**config.mk**
```make
export PLATFORM = sky130hd
export DESIGN_NAME = lsu_fwd_top
export DESIGN_NICKNAME = d
export VERILOG_FILES = /design/src/common/lsu_fwd_pkg.sv /design/src/rtl/pipe_fwd.sv /design/src/store_buf/store_buf.sv /design/src/rtl/fwd_merge.sv /design/src/rtl/lsu_fwd_top.sv
export SDC_FILE = /design/constraint.sdc
export NUM_CORES = 2
export LEC_CHECK = 0
export ABC_CLOCK_PERIOD_IN_PS = 12650
export BUFFER_PORTS_ARGS = -buffer_cell sky130_fd_sc_hd__buf_2
export CAP_MARGIN = 25
export CORE_MARGIN = 5
export CORE_UTILIZATION = 45
export DETAILED_ROUTE_END_ITERATION = 12
export PLACE_DENSITY = 0.66
export SYNTH_ARGS = -nofsm -noshare
export SYNTH_HDL_FRONTEND = slang
export SYNTH_SLANG_ARGS = --single-unit
```
**constraint.sdc**
```tcl
create_clock -name clk -period 12.65 [get_ports clk]
set_input_delay 3.1625 -clock clk [delete_from_list [all_inputs] [get_ports clk]]
set_output_delay 3.1625 -clock clk [all_outputs]
set_load 0.05 [all_outputs]
```
**src/common/lsu_fwd_pkg.sv**
```systemverilog
// shared widths, opcode/size enums and byte-window helpers for the lsu forwarding blocks
package lsu_fwd_pkg;

   parameter int ADDR_W         = 32;
   parameter int DATA_W         = 32;
   parameter int BYTES_PER_WORD = 4;

   // defaults picked up by the top level
   parameter int DEF_SB_DEPTH     = 4;
   parameter int DEF_INIT_CREDITS = 2;

   typedef enum logic [1:0] {
      OP_NONE  = 2'd0,
      OP_LOAD  = 2'd1,
      OP_STORE = 2'd2
   } lsu_op_e;

   typedef enum logic [1:0] {
      SZ_BYTE = 2'd0,
      SZ_HALF = 2'd1,
      SZ_WORD = 2'd2
   } lsu_size_e;

   typedef logic [2*BYTES_PER_WORD-1:0] window_be_t;   // lo word in [3:0], hi word in [7:4]
   typedef logic [2*DATA_W-1:0]         window_data_t;

   function automatic logic [BYTES_PER_WORD-1:0] size_be(input lsu_size_e sz);
      case (sz)
         SZ_BYTE: return 4'b0001;
         SZ_HALF: return 4'b0011;
         SZ_WORD: return 4'b1111;
         default: return 4'b0000;
      endcase
   endfunction

   function automatic window_be_t window_be(input logic [ADDR_W-1:0] a, input lsu_size_e sz);
      return {{BYTES_PER_WORD{1'b0}}, size_be(sz)} << a[1:0];
   endfunction

   function automatic window_data_t window_data(input logic [ADDR_W-1:0] a,
                                                input logic [DATA_W-1:0] d);
      return {{DATA_W{1'b0}}, d} << {a[1:0], 3'b000};
   endfunction

   // ********************
   // lo/hi word match of one store against the probing load
   // result is in the load's window, data is zero where no byte hit
   function automatic void window_match(input  logic [ADDR_W-1:0] ld_addr,
                                        input  lsu_size_e         ld_size,
                                        input  logic [ADDR_W-1:0] st_addr,
                                        input  lsu_size_e         st_size,
                                        input  logic [DATA_W-1:0] st_data,
                                        output window_be_t        hit,
                                        output window_data_t      data);
      logic [ADDR_W-3:0] ld_lo;
      logic [ADDR_W-3:0] ld_hi;
      logic [ADDR_W-3:0] st_lo;
      logic [ADDR_W-3:0] st_hi;
      window_be_t        lb;
      window_be_t        sb;
      window_data_t      sd;
      logic              lo_lo, lo_hi, hi_lo, hi_hi;
      ld_lo = ld_addr[ADDR_W-1:2];
      ld_hi = ld_lo + 1'b1;            // hi bytes only enabled when the access crosses
      st_lo = st_addr[ADDR_W-1:2];
      st_hi = st_lo + 1'b1;
      lb    = window_be(ld_addr, ld_size);
      sb    = window_be(st_addr, st_size);
      sd    = window_data(st_addr, st_data);
      lo_lo = (ld_lo == st_lo);
      lo_hi = (ld_lo == st_hi);
      hi_lo = (ld_hi == st_lo);
      hi_hi = (ld_hi == st_hi);
      for (int b = 0; b < BYTES_PER_WORD; b++) begin
         hit[b] = lb[b] & ((lo_lo & sb[b]) | (lo_hi & sb[BYTES_PER_WORD+b]));
         hit[BYTES_PER_WORD+b] = lb[BYTES_PER_WORD+b] &
                                 ((hi_lo & sb[b]) | (hi_hi & sb[BYTES_PER_WORD+b]));
         data[8*b +: 8] = ~hit[b]  ? 8'h00 :
                          (lo_lo & sb[b]) ? sd[8*b +: 8] : sd[DATA_W+8*b +: 8];
         data[DATA_W+8*b +: 8] = ~hit[BYTES_PER_WORD+b] ? 8'h00 :
                                 (hi_lo & sb[b]) ? sd[8*b +: 8] : sd[DATA_W+8*b +: 8];
      end
   endfunction

endpackage

```
**src/rtl/pipe_fwd.sv**
```systemverilog
// dc3..dc5 store stages and byte-wise forwarding match against the load probing in dc2
`timescale 1ns/1ps

module pipe_fwd (
   input  logic                             clk,
   input  logic                             rst_n,
   input  lsu_fwd_pkg::lsu_op_e             op,
   input  logic [lsu_fwd_pkg::ADDR_W-1:0]   addr,
   input  lsu_fwd_pkg::lsu_size_e           size,
   input  logic [lsu_fwd_pkg::DATA_W-1:0]   st_data,
   output lsu_fwd_pkg::window_be_t          pipe_hit_be,
   output lsu_fwd_pkg::window_data_t        pipe_hit_data,
   output logic                             dc5_st_valid,
   output logic [lsu_fwd_pkg::ADDR_W-1:0]   dc5_addr,
   output lsu_fwd_pkg::lsu_size_e           dc5_size,
   output logic [lsu_fwd_pkg::DATA_W-1:0]   dc5_data,
   output logic [1:0]                       stage_st_count
);
   import lsu_fwd_pkg::*;

   localparam int NSTG = 3;          // index 0 is dc3, 2 is dc5

   logic                stg_v    [NSTG];
   logic [ADDR_W-1:0]   stg_addr [NSTG];
   lsu_size_e           stg_size [NSTG];
   logic [DATA_W-1:0]   stg_data [NSTG];

   // ********************
   // stage registers
   always_ff @(posedge clk) begin
      if (!rst_n) begin
         for (int s = 0; s < NSTG; s++) begin
            stg_v[s] <= 1'b0;
         end
      end else begin
         stg_v[0] <= (op == OP_STORE);
         for (int s = 1; s < NSTG; s++) begin
            stg_v[s] <= stg_v[s-1];
         end
      end
   end

   always_ff @(posedge clk) begin
      stg_addr[0] <= addr;
      stg_size[0] <= size;
      stg_data[0] <= st_data;
      for (int s = 1; s < NSTG; s++) begin
         stg_addr[s] <= stg_addr[s-1];
         stg_size[s] <= stg_size[s-1];
         stg_data[s] <= stg_data[s-1];
      end
   end

   // ********************
   // match, walk oldest to youngest so dc3 wins per byte
   always_comb begin
      window_be_t   h;
      window_data_t d;
      pipe_hit_be   = '0;
      pipe_hit_data = '0;
      for (int s = NSTG-1; s >= 0; s--) begin
         window_match(addr, size, stg_addr[s], stg_size[s], stg_data[s], h, d);
         h = h & {(2*BYTES_PER_WORD){stg_v[s] & (op == OP_LOAD)}};
         for (int b = 0; b < 2*BYTES_PER_WORD; b++) begin
            if (h[b]) begin
               pipe_hit_data[8*b +: 8] = d[8*b +: 8];   // younger overrides
            end
         end
         pipe_hit_be = pipe_hit_be | h;
      end
   end

   assign dc5_st_valid   = stg_v[NSTG-1];
   assign dc5_addr       = stg_addr[NSTG-1];
   assign dc5_size       = stg_size[NSTG-1];
   assign dc5_data       = stg_data[NSTG-1];

   // stores still in flight, not yet holding a buffer entry
   assign stage_st_count = {1'b0, stg_v[0]} + {1'b0, stg_v[1]} + {1'b0, stg_v[2]};

endmodule

```
**src/store_buf/store_buf.sv**
```systemverilog
// committed-store FIFO with forwarding lookup and credit-based drain toward memory
`timescale 1ns/1ps

module store_buf #(
   parameter int SB_DEPTH     = lsu_fwd_pkg::DEF_SB_DEPTH,
   parameter int INIT_CREDITS = lsu_fwd_pkg::DEF_INIT_CREDITS
) (
   input  logic                             clk,
   input  logic                             rst_n,
   input  lsu_fwd_pkg::lsu_op_e             op,
   input  logic [lsu_fwd_pkg::ADDR_W-1:0]   addr,
   input  lsu_fwd_pkg::lsu_size_e           size,
   input  logic                             dc5_st_valid,
   input  logic [lsu_fwd_pkg::ADDR_W-1:0]   dc5_addr,
   input  lsu_fwd_pkg::lsu_size_e           dc5_size,
   input  logic [lsu_fwd_pkg::DATA_W-1:0]   dc5_data,
   input  logic [1:0]                       stage_st_count,
   input  logic                             mem_credit,
   output lsu_fwd_pkg::window_be_t          buf_hit_be,
   output lsu_fwd_pkg::window_data_t        buf_hit_data,
   output logic [$clog2(SB_DEPTH+1)-1:0]    st_room,
   output logic                             drain_valid,
   output logic [lsu_fwd_pkg::ADDR_W-1:0]   drain_addr,
   output lsu_fwd_pkg::lsu_size_e           drain_size,
   output logic [lsu_fwd_pkg::DATA_W-1:0]   drain_data
);
   import lsu_fwd_pkg::*;

   localparam int PTR_W  = (SB_DEPTH > 1) ? $clog2(SB_DEPTH) : 1;
   localparam int CNT_W  = $clog2(SB_DEPTH+1);
   localparam int CRED_W = $clog2(INIT_CREDITS+1) + 1;

   logic [ADDR_W-1:0]   sb_addr [SB_DEPTH];
   lsu_size_e           sb_size [SB_DEPTH];
   logic [DATA_W-1:0]   sb_data [SB_DEPTH];

   logic [PTR_W-1:0]    wr_ptr, rd_ptr;
   logic [CNT_W-1:0]    count;
   logic [CRED_W-1:0]   credits;

   // ********************
   // fifo control
   always_ff @(posedge clk) begin
      if (!rst_n) begin
         wr_ptr <= '0;
         rd_ptr <= '0;
         count  <= '0;
      end else begin
         if (dc5_st_valid) begin
            wr_ptr <= (wr_ptr == PTR_W'(SB_DEPTH-1)) ? '0 : wr_ptr + 1'b1;
         end
         if (drain_valid) begin
            rd_ptr <= (rd_ptr == PTR_W'(SB_DEPTH-1)) ? '0 : rd_ptr + 1'b1;
         end
         case ({dc5_st_valid, drain_valid})
            2'b10:   count <= count + 1'b1;
            2'b01:   count <= count - 1'b1;
            default: count <= count;      // push and pop together
         endcase
      end
   end

   always_ff @(posedge clk) begin
      if (dc5_st_valid) begin
         sb_addr[wr_ptr] <= dc5_addr;
         sb_size[wr_ptr] <= dc5_size;
         sb_data[wr_ptr] <= dc5_data;
      end
   end

   // ********************
   // credit counter, saturates on spurious returns
   always_ff @(posedge clk) begin
      if (!rst_n) begin
         credits <= CRED_W'(INIT_CREDITS);
      end else if (mem_credit && !drain_valid && (credits != '1)) begin
         credits <= credits + 1'b1;
      end else if (!mem_credit && drain_valid) begin
         credits <= credits - 1'b1;
      end
   end

   assign drain_valid = (count != '0) && (credits != '0);
   assign drain_addr  = sb_addr[rd_ptr];
   assign drain_size  = sb_size[rd_ptr];
   assign drain_data  = sb_data[rd_ptr];

   // free entries less the stores still in dc3..dc5
   always_comb begin
      int room;
      room    = SB_DEPTH - int'(count) - int'(stage_st_count);
      st_room = (room > 0) ? CNT_W'(room) : '0;
   end

   // ********************
   // lookup oldest to newest, newer entry overrides per byte
   always_comb begin
      window_be_t   h;
      window_data_t d;
      int           idx;
      buf_hit_be   = '0;
      buf_hit_data = '0;
      for (int k = 0; k < SB_DEPTH; k++) begin
         idx = (int'(rd_ptr) + k) % SB_DEPTH;
         window_match(addr, size, sb_addr[idx], sb_size[idx], sb_data[idx], h, d);
         h = h & {(2*BYTES_PER_WORD){(k < int'(count)) && (op == OP_LOAD)}};
         for (int b = 0; b < 2*BYTES_PER_WORD; b++) begin
            if (h[b]) begin
               buf_hit_data[8*b +: 8] = d[8*b +: 8];
            end
         end
         buf_hit_be = buf_hit_be | h;
      end
   end

endmodule

```
**src/rtl/fwd_merge.sv**
```systemverilog
// merges pipe and buffer forwarding hits, aligns them to the load and registers into dc3
`timescale 1ns/1ps

module fwd_merge (
   input  logic                                    clk,
   input  logic                                    rst_n,
   input  lsu_fwd_pkg::lsu_op_e                    op,
   input  logic [lsu_fwd_pkg::ADDR_W-1:0]          addr,
   input  lsu_fwd_pkg::lsu_size_e                  size,
   input  lsu_fwd_pkg::window_be_t                 pipe_hit_be,
   input  lsu_fwd_pkg::window_data_t               pipe_hit_data,
   input  lsu_fwd_pkg::window_be_t                 buf_hit_be,
   input  lsu_fwd_pkg::window_data_t               buf_hit_data,
   output logic                                    ld_valid,
   output logic [lsu_fwd_pkg::DATA_W-1:0]          ld_data,
   output logic [lsu_fwd_pkg::BYTES_PER_WORD-1:0]  ld_hit_bytes,
   output logic                                    ld_full_hit
);
   import lsu_fwd_pkg::*;

   window_be_t                  win_be, be_shift;
   window_data_t                win_data, data_shift;
   logic [BYTES_PER_WORD-1:0]   hit_dc2;
   logic                        full_hit_dc2;

   // pipe beats buffer per byte
   always_comb begin
      win_be = pipe_hit_be | buf_hit_be;
      for (int b = 0; b < 2*BYTES_PER_WORD; b++) begin
         win_data[8*b +: 8] = pipe_hit_be[b] ? pipe_hit_data[8*b +: 8] :
                              (buf_hit_data[8*b +: 8] & {8{buf_hit_be[b]}});
      end
   end

   // ********************
   // align window to the load offset
   assign data_shift = win_data >> {addr[1:0], 3'b000};
   assign be_shift   = win_be >> addr[1:0];
   assign hit_dc2    = be_shift[BYTES_PER_WORD-1:0];

   // every enabled byte of the load must be covered
   assign full_hit_dc2 = (op == OP_LOAD) && ((hit_dc2 | ~size_be(size)) == '1);

   always_ff @(posedge clk) begin
      if (!rst_n) begin
         ld_valid    <= 1'b0;
         ld_full_hit <= 1'b0;
      end else begin
         ld_valid    <= (op == OP_LOAD);
         ld_full_hit <= full_hit_dc2;
      end
   end

   always_ff @(posedge clk) begin
      ld_data      <= data_shift[DATA_W-1:0];   // unhit bytes already zero
      ld_hit_bytes <= hit_dc2;
   end

endmodule

```
**src/rtl/lsu_fwd_top.sv**
```systemverilog
// top level of the store-to-load forwarding unit, connects pipe matcher, store buffer and merge
`timescale 1ns/1ps

module lsu_fwd_top #(
   parameter int SB_DEPTH     = lsu_fwd_pkg::DEF_SB_DEPTH,
   parameter int INIT_CREDITS = lsu_fwd_pkg::DEF_INIT_CREDITS
) (
   input  logic                                    clk,
   input  logic                                    rst_n,
   input  lsu_fwd_pkg::lsu_op_e                    op,
   input  logic [lsu_fwd_pkg::ADDR_W-1:0]          addr,
   input  lsu_fwd_pkg::lsu_size_e                  size,
   input  logic [lsu_fwd_pkg::DATA_W-1:0]          st_data,
   input  logic                                    mem_credit,
   output logic                                    ld_valid,
   output logic [lsu_fwd_pkg::DATA_W-1:0]          ld_data,
   output logic [lsu_fwd_pkg::BYTES_PER_WORD-1:0]  ld_hit_bytes,
   output logic                                    ld_full_hit,
   output logic [$clog2(SB_DEPTH+1)-1:0]           st_room,
   output logic                                    drain_valid,
   output logic [lsu_fwd_pkg::ADDR_W-1:0]          drain_addr,
   output lsu_fwd_pkg::lsu_size_e                  drain_size,
   output logic [lsu_fwd_pkg::DATA_W-1:0]          drain_data
);
   import lsu_fwd_pkg::*;

   window_be_t          pipe_hit_be, buf_hit_be;
   window_data_t        pipe_hit_data, buf_hit_data;
   logic                dc5_st_valid;
   logic [ADDR_W-1:0]   dc5_addr;
   lsu_size_e           dc5_size;
   logic [DATA_W-1:0]   dc5_data;
   logic [1:0]          stage_st_count;

   pipe_fwd i_pipe (
      .clk, .rst_n, .op, .addr, .size, .st_data,
      .pipe_hit_be, .pipe_hit_data,
      .dc5_st_valid, .dc5_addr, .dc5_size, .dc5_data,
      .stage_st_count
   );

   store_buf #(
      .SB_DEPTH     (SB_DEPTH),
      .INIT_CREDITS (INIT_CREDITS)
   ) i_sb (
      .clk, .rst_n, .op, .addr, .size,
      .dc5_st_valid, .dc5_addr, .dc5_size, .dc5_data,
      .stage_st_count, .mem_credit,
      .buf_hit_be, .buf_hit_data, .st_room,
      .drain_valid, .drain_addr, .drain_size, .drain_data
   );

   fwd_merge i_merge (
      .clk, .rst_n, .op, .addr, .size,
      .pipe_hit_be, .pipe_hit_data, .buf_hit_be, .buf_hit_data,
      .ld_valid, .ld_data, .ld_hit_bytes, .ld_full_hit
   );

endmodule

```
==> summary.txt <==
Placement
  – Area of placed instances: 55,600 µm²
  – Port buffer count: 178
  – DP HPWL: 249,000 µm
  – Placer Congestion: 1.13
  – Dpl cells: 7,580

Setup path
  – CP dominant cell by count: nand4_1
  – Max stage delay cell, worst path: nor2_1
  – Crit path launch type: input port
  – Worst Path Arrival: roughly 10,000 ps
  – CP delay by family, top: simple AND/OR/NAND/NOR gates
  – CP max stage delay: 890 ps
  – CP Cell Sequence: buf_2 > nand4_1 > or4_1 > buf_4 > nor2_1 > xnor2_1 > nor3_1 > a221o_1 > nor3b_1 > nand4_1 > and4b_1 > a221oi_1 > o221ai_1 > a31oi_1 > o32ai_1
  – R2R setup slack: 4290 ps
  – Worst r2r dst: i_merge.ld_data[3]
  – WS Path Type: in -> reg
  – Depth of the worst register-to-register path: 16
  – Crit path buf inv count: 2
  – Reg2reg start: i_sb.rd_ptr[0]
  – Crit. End Element: flop
  – CP required: 13,190 ps
  – Crit path max fanout: 33

Timing
  – Hold slack: about 370 ps
  – Setup TNS: 0 ps
  – Unrepaired setup endpoints after global routing: false
  – Final slew viol count: 0
  – Clock skew: 25.6 ps
  – Max-slew headroom: between 10% and 20%
  – Fmax: 101 MHz
  – Fin crit share: between 70% and 80%
  – Setup violators final: 0
  – Slew @ Worst Pin: 1280 ps
  – Min Tclk post-route: 9920 ps
  – Hold Fails Final Rpt: 0

Hold path
  – Hold EP: i_pipe.stg_data[0][86]
  – Hold path startpoint: i_pipe.stg_data[0][54]
  – Hold Crit Depth: 0
  – Hold Crit Class: reg -> reg

Finish
  – Final Util: around half
  – Register area: 13,000 µm²
  – Multi-input logic area: 38,300 µm²
  – Layout Cells excl Fill: approximately 7,700
  – Post-route cell area: 58,000 µm²
  – Layout cell share with drive strength beyond 1: 15.3%
  – Nets: between 6,000 and 7,000
  – Area delta synth->final: 8.85%
  – Fill cells: 11,300

Floorplan
  – Chip height: 354 µm
  – Initial Util: 45.2%
  – Die area: 125,000 µm²
  – Die W: 354 µm
  – Std cell rows: roughly 130
  – # IOs: 179
  – Std-Cell Core Area: about 120,000 µm²

Clock tree
  – Clk Latency, worst-skew pair: 700 ps
  – # clock sinks: 515
  – CTS tree: yes
  – Post-CTS resize count: 0
  – H-tree lvl count: 3
  – Root Buffer: clkbuf_16
  – Num CTS Buffers: 66
  – Hold Buf Count CTS: 0
  – Worst-path clk slew: 60 ps
  – # Post-CTS Setup Buffers: 0
  – Clock Tree Buf Depth: 3

Synth
  – Synth cell count leaders: nand2_1, nor2_1, xnor2_1
  – Seq/Total Area, Yosys: 24.3%
  – Top post-synthesis cells by area: edfxtp_1, mux4_2, dfxtp_1, xnor2_1, nand2_1
  – Mapped Area: 53,200 µm²
  – Area share of the largest cell type after synthesis: 14.9%
  – Yosys cell types: about 120
  – Most common cell in the netlist: nand2_1
  – Area leader, netlist: edfxtp_1
  – Gate Count Post-Synth: 6,110
  – Main synth FF type: edfxtp_1
  – Number of synthesized register bits: 515
  – Synth warn: 0
  – Syn Nets: 6,221
  – Async SR Flop Fraction: 0%
  – Post-synth EDFFs: 264
  – Mean Syn Cell Area: slightly below 9 µm²

Job
  – Max Cap Viol: 0

Global routing
  – Pin count of the biggest net entering global routing: 60
  – Initial antenna violation count: 32
  – Vias in the first global route: around 54,000
  – Met3 GRT Util: between 20 and 25%
  – All-Layer GR Usage: a little under half
  – GR Overflow Total: 0
  – Gr busiest metal: met2
  – M1 GR Usage: between 60% and 70%
  – Global-route wire length before repair: 422,000 µm
  – Grt met2 use: roughly two thirds

Drt
  – Number of detailed-route iterations in the first pass: 10
  – DR iter-0 viols: 10,900
  – DR vias: 58,900
  – Routed WL: around 310,000 µm
  – Post-DRT Antenna Nets: 0
  – Vias/cell: 7.64
  – Detailed-route DRC error count: 0
  – Drt wl/cell: between 40 and 50 µm

Power
  – Switching part of the total power: 52.0%
  – PwrDens: 180 nW/µm²
  – Logic pwr share: 61.5%
  – Peak supply drop: 0.344 mV
  – Seq pwr share: 19.2%
  – Int Power: 0.00501 W
  – Leak: 18.9 nW
  – NetSw: approximately 0.0054 W
  – Clk pwr share: a little under a fifth

Outcome
  – Status: finished clean
-- how the worst max path moves through the flow --
stage	start	end	slack [ps]	cells past startpoint
5_1_grt	addr[3]	i_merge.ld_data[25]	2800	16
4_1_cts	addr[3]	i_merge.ld_data[25]	3220	16
6_report	addr[8]	i_merge.ld_data[24]	2730	15
3_3_place_gp	addr[3]	i_merge.ld_data[31]	2550	16
3_5_place_dp	addr[3]	i_merge.ld_data[25]	2520	16
2_1_floorplan	addr[2]	i_merge.ld_data[25]	5090	15
-- power groups by stage --
stage / logic [W] / clock network [W] / registers, W
finish: 0.00642 / 0.00201 / 0.00201
global route: 0.00655 / 0.00208 / 0.00201
CTS: 0.00609 / 0.00201 / 0.00199
detailed placement: 0.00604 / 0 / 0.00203
global placement: 0.00609 / 0 / 0.00202
floorplan: 0.00422 / 0 / 0.00190
-- worst reg2reg max path, delay by kind of cell, from the launching register on --
kind | cells | cell delay (ps)
compound gates | 5 | 1660
buf+inv | 3 | 1280
flops | 1 | 760
mux | 1 | 750
simple gates | 7 | 3760
-- sequential cells by signal (all words and copies together), names as in the netlist, named ones only --
register and count:
i_sb.wr_ptr 2, i_sb.sb_data 128, i_merge.ld_valid 1, i_sb.count 3
i_merge.ld_hit_bytes 4, i_merge.ld_full_hit 1, i_pipe.stg_addr 96, i_sb.sb_size 8
i_sb.sb_addr 128, i_sb.rd_ptr 2, i_sb.credits 3, i_pipe.stg_size 6
i_pipe.stg_data 96, i_pipe.stg_v 3, i_merge.ld_data 32
-- cells in the final DEF, fill, tap and decap left out, types with 192 or more instances in the layout --
cell / netlist / final
xnor2_1: 413 / 413
a21oi_1: 321 / 321
nand3_1: 192 / 192
dfxtp_1: 251 / 242
nand4_1: 233 / 233
mux4_2: 233 / 233
edfxtp_1: 264 / 264
nand2_1: 524 / 524
nor3_1: 200 / 200
nor2_1: 431 / 431
o21ai_0: 304 / 304
-- layout make-up --
type / count / share of cell area (%)
Multi-Input combinational cell: 5098 / 66.0
Timing Repair Buffer: 360 / 3.89
Tap cell: 1536 / 3.32
Clock inverter: 35 / 0.743
Antenna cell: 11 / 0.0475
Clock buffer: 82 / 3.13
Sequential cell: 515 / 22.4
Inverter: 76 / 0.492
-- metrics by stage --
step                      setup WS, ps  total power [W]
final                             2730           0.0104
after global routing              2800           0.0106
after CTS                         3220           0.0101
after detailed placement          2520          0.00807
after global placement            2550          0.00811
after floorplan                   5090          0.00612
-- metal layers --
metal	routed length, µm	up-vias	part of all wire (%)
li1	-	23900	-
met1	117000	28700	37
met2	122000	5301	39
met3	51600	1084	17
met4	20800	6	6.7
met5	38	-	0.012
-- cell families after synthesis --
family	after synthesis	synth area share (%)
and+or+nand+nor	2423	24.3
AOI/OAI and AO/OA	1496	19.2
xor gates and xnor gates	604	11.1
muxes	535	16.0
DFF	515	24.3
buffers and inverters	497	4.09
adders and majority gates	40	0.982
No activity file was read; power rests on OpenSTA's default activity.
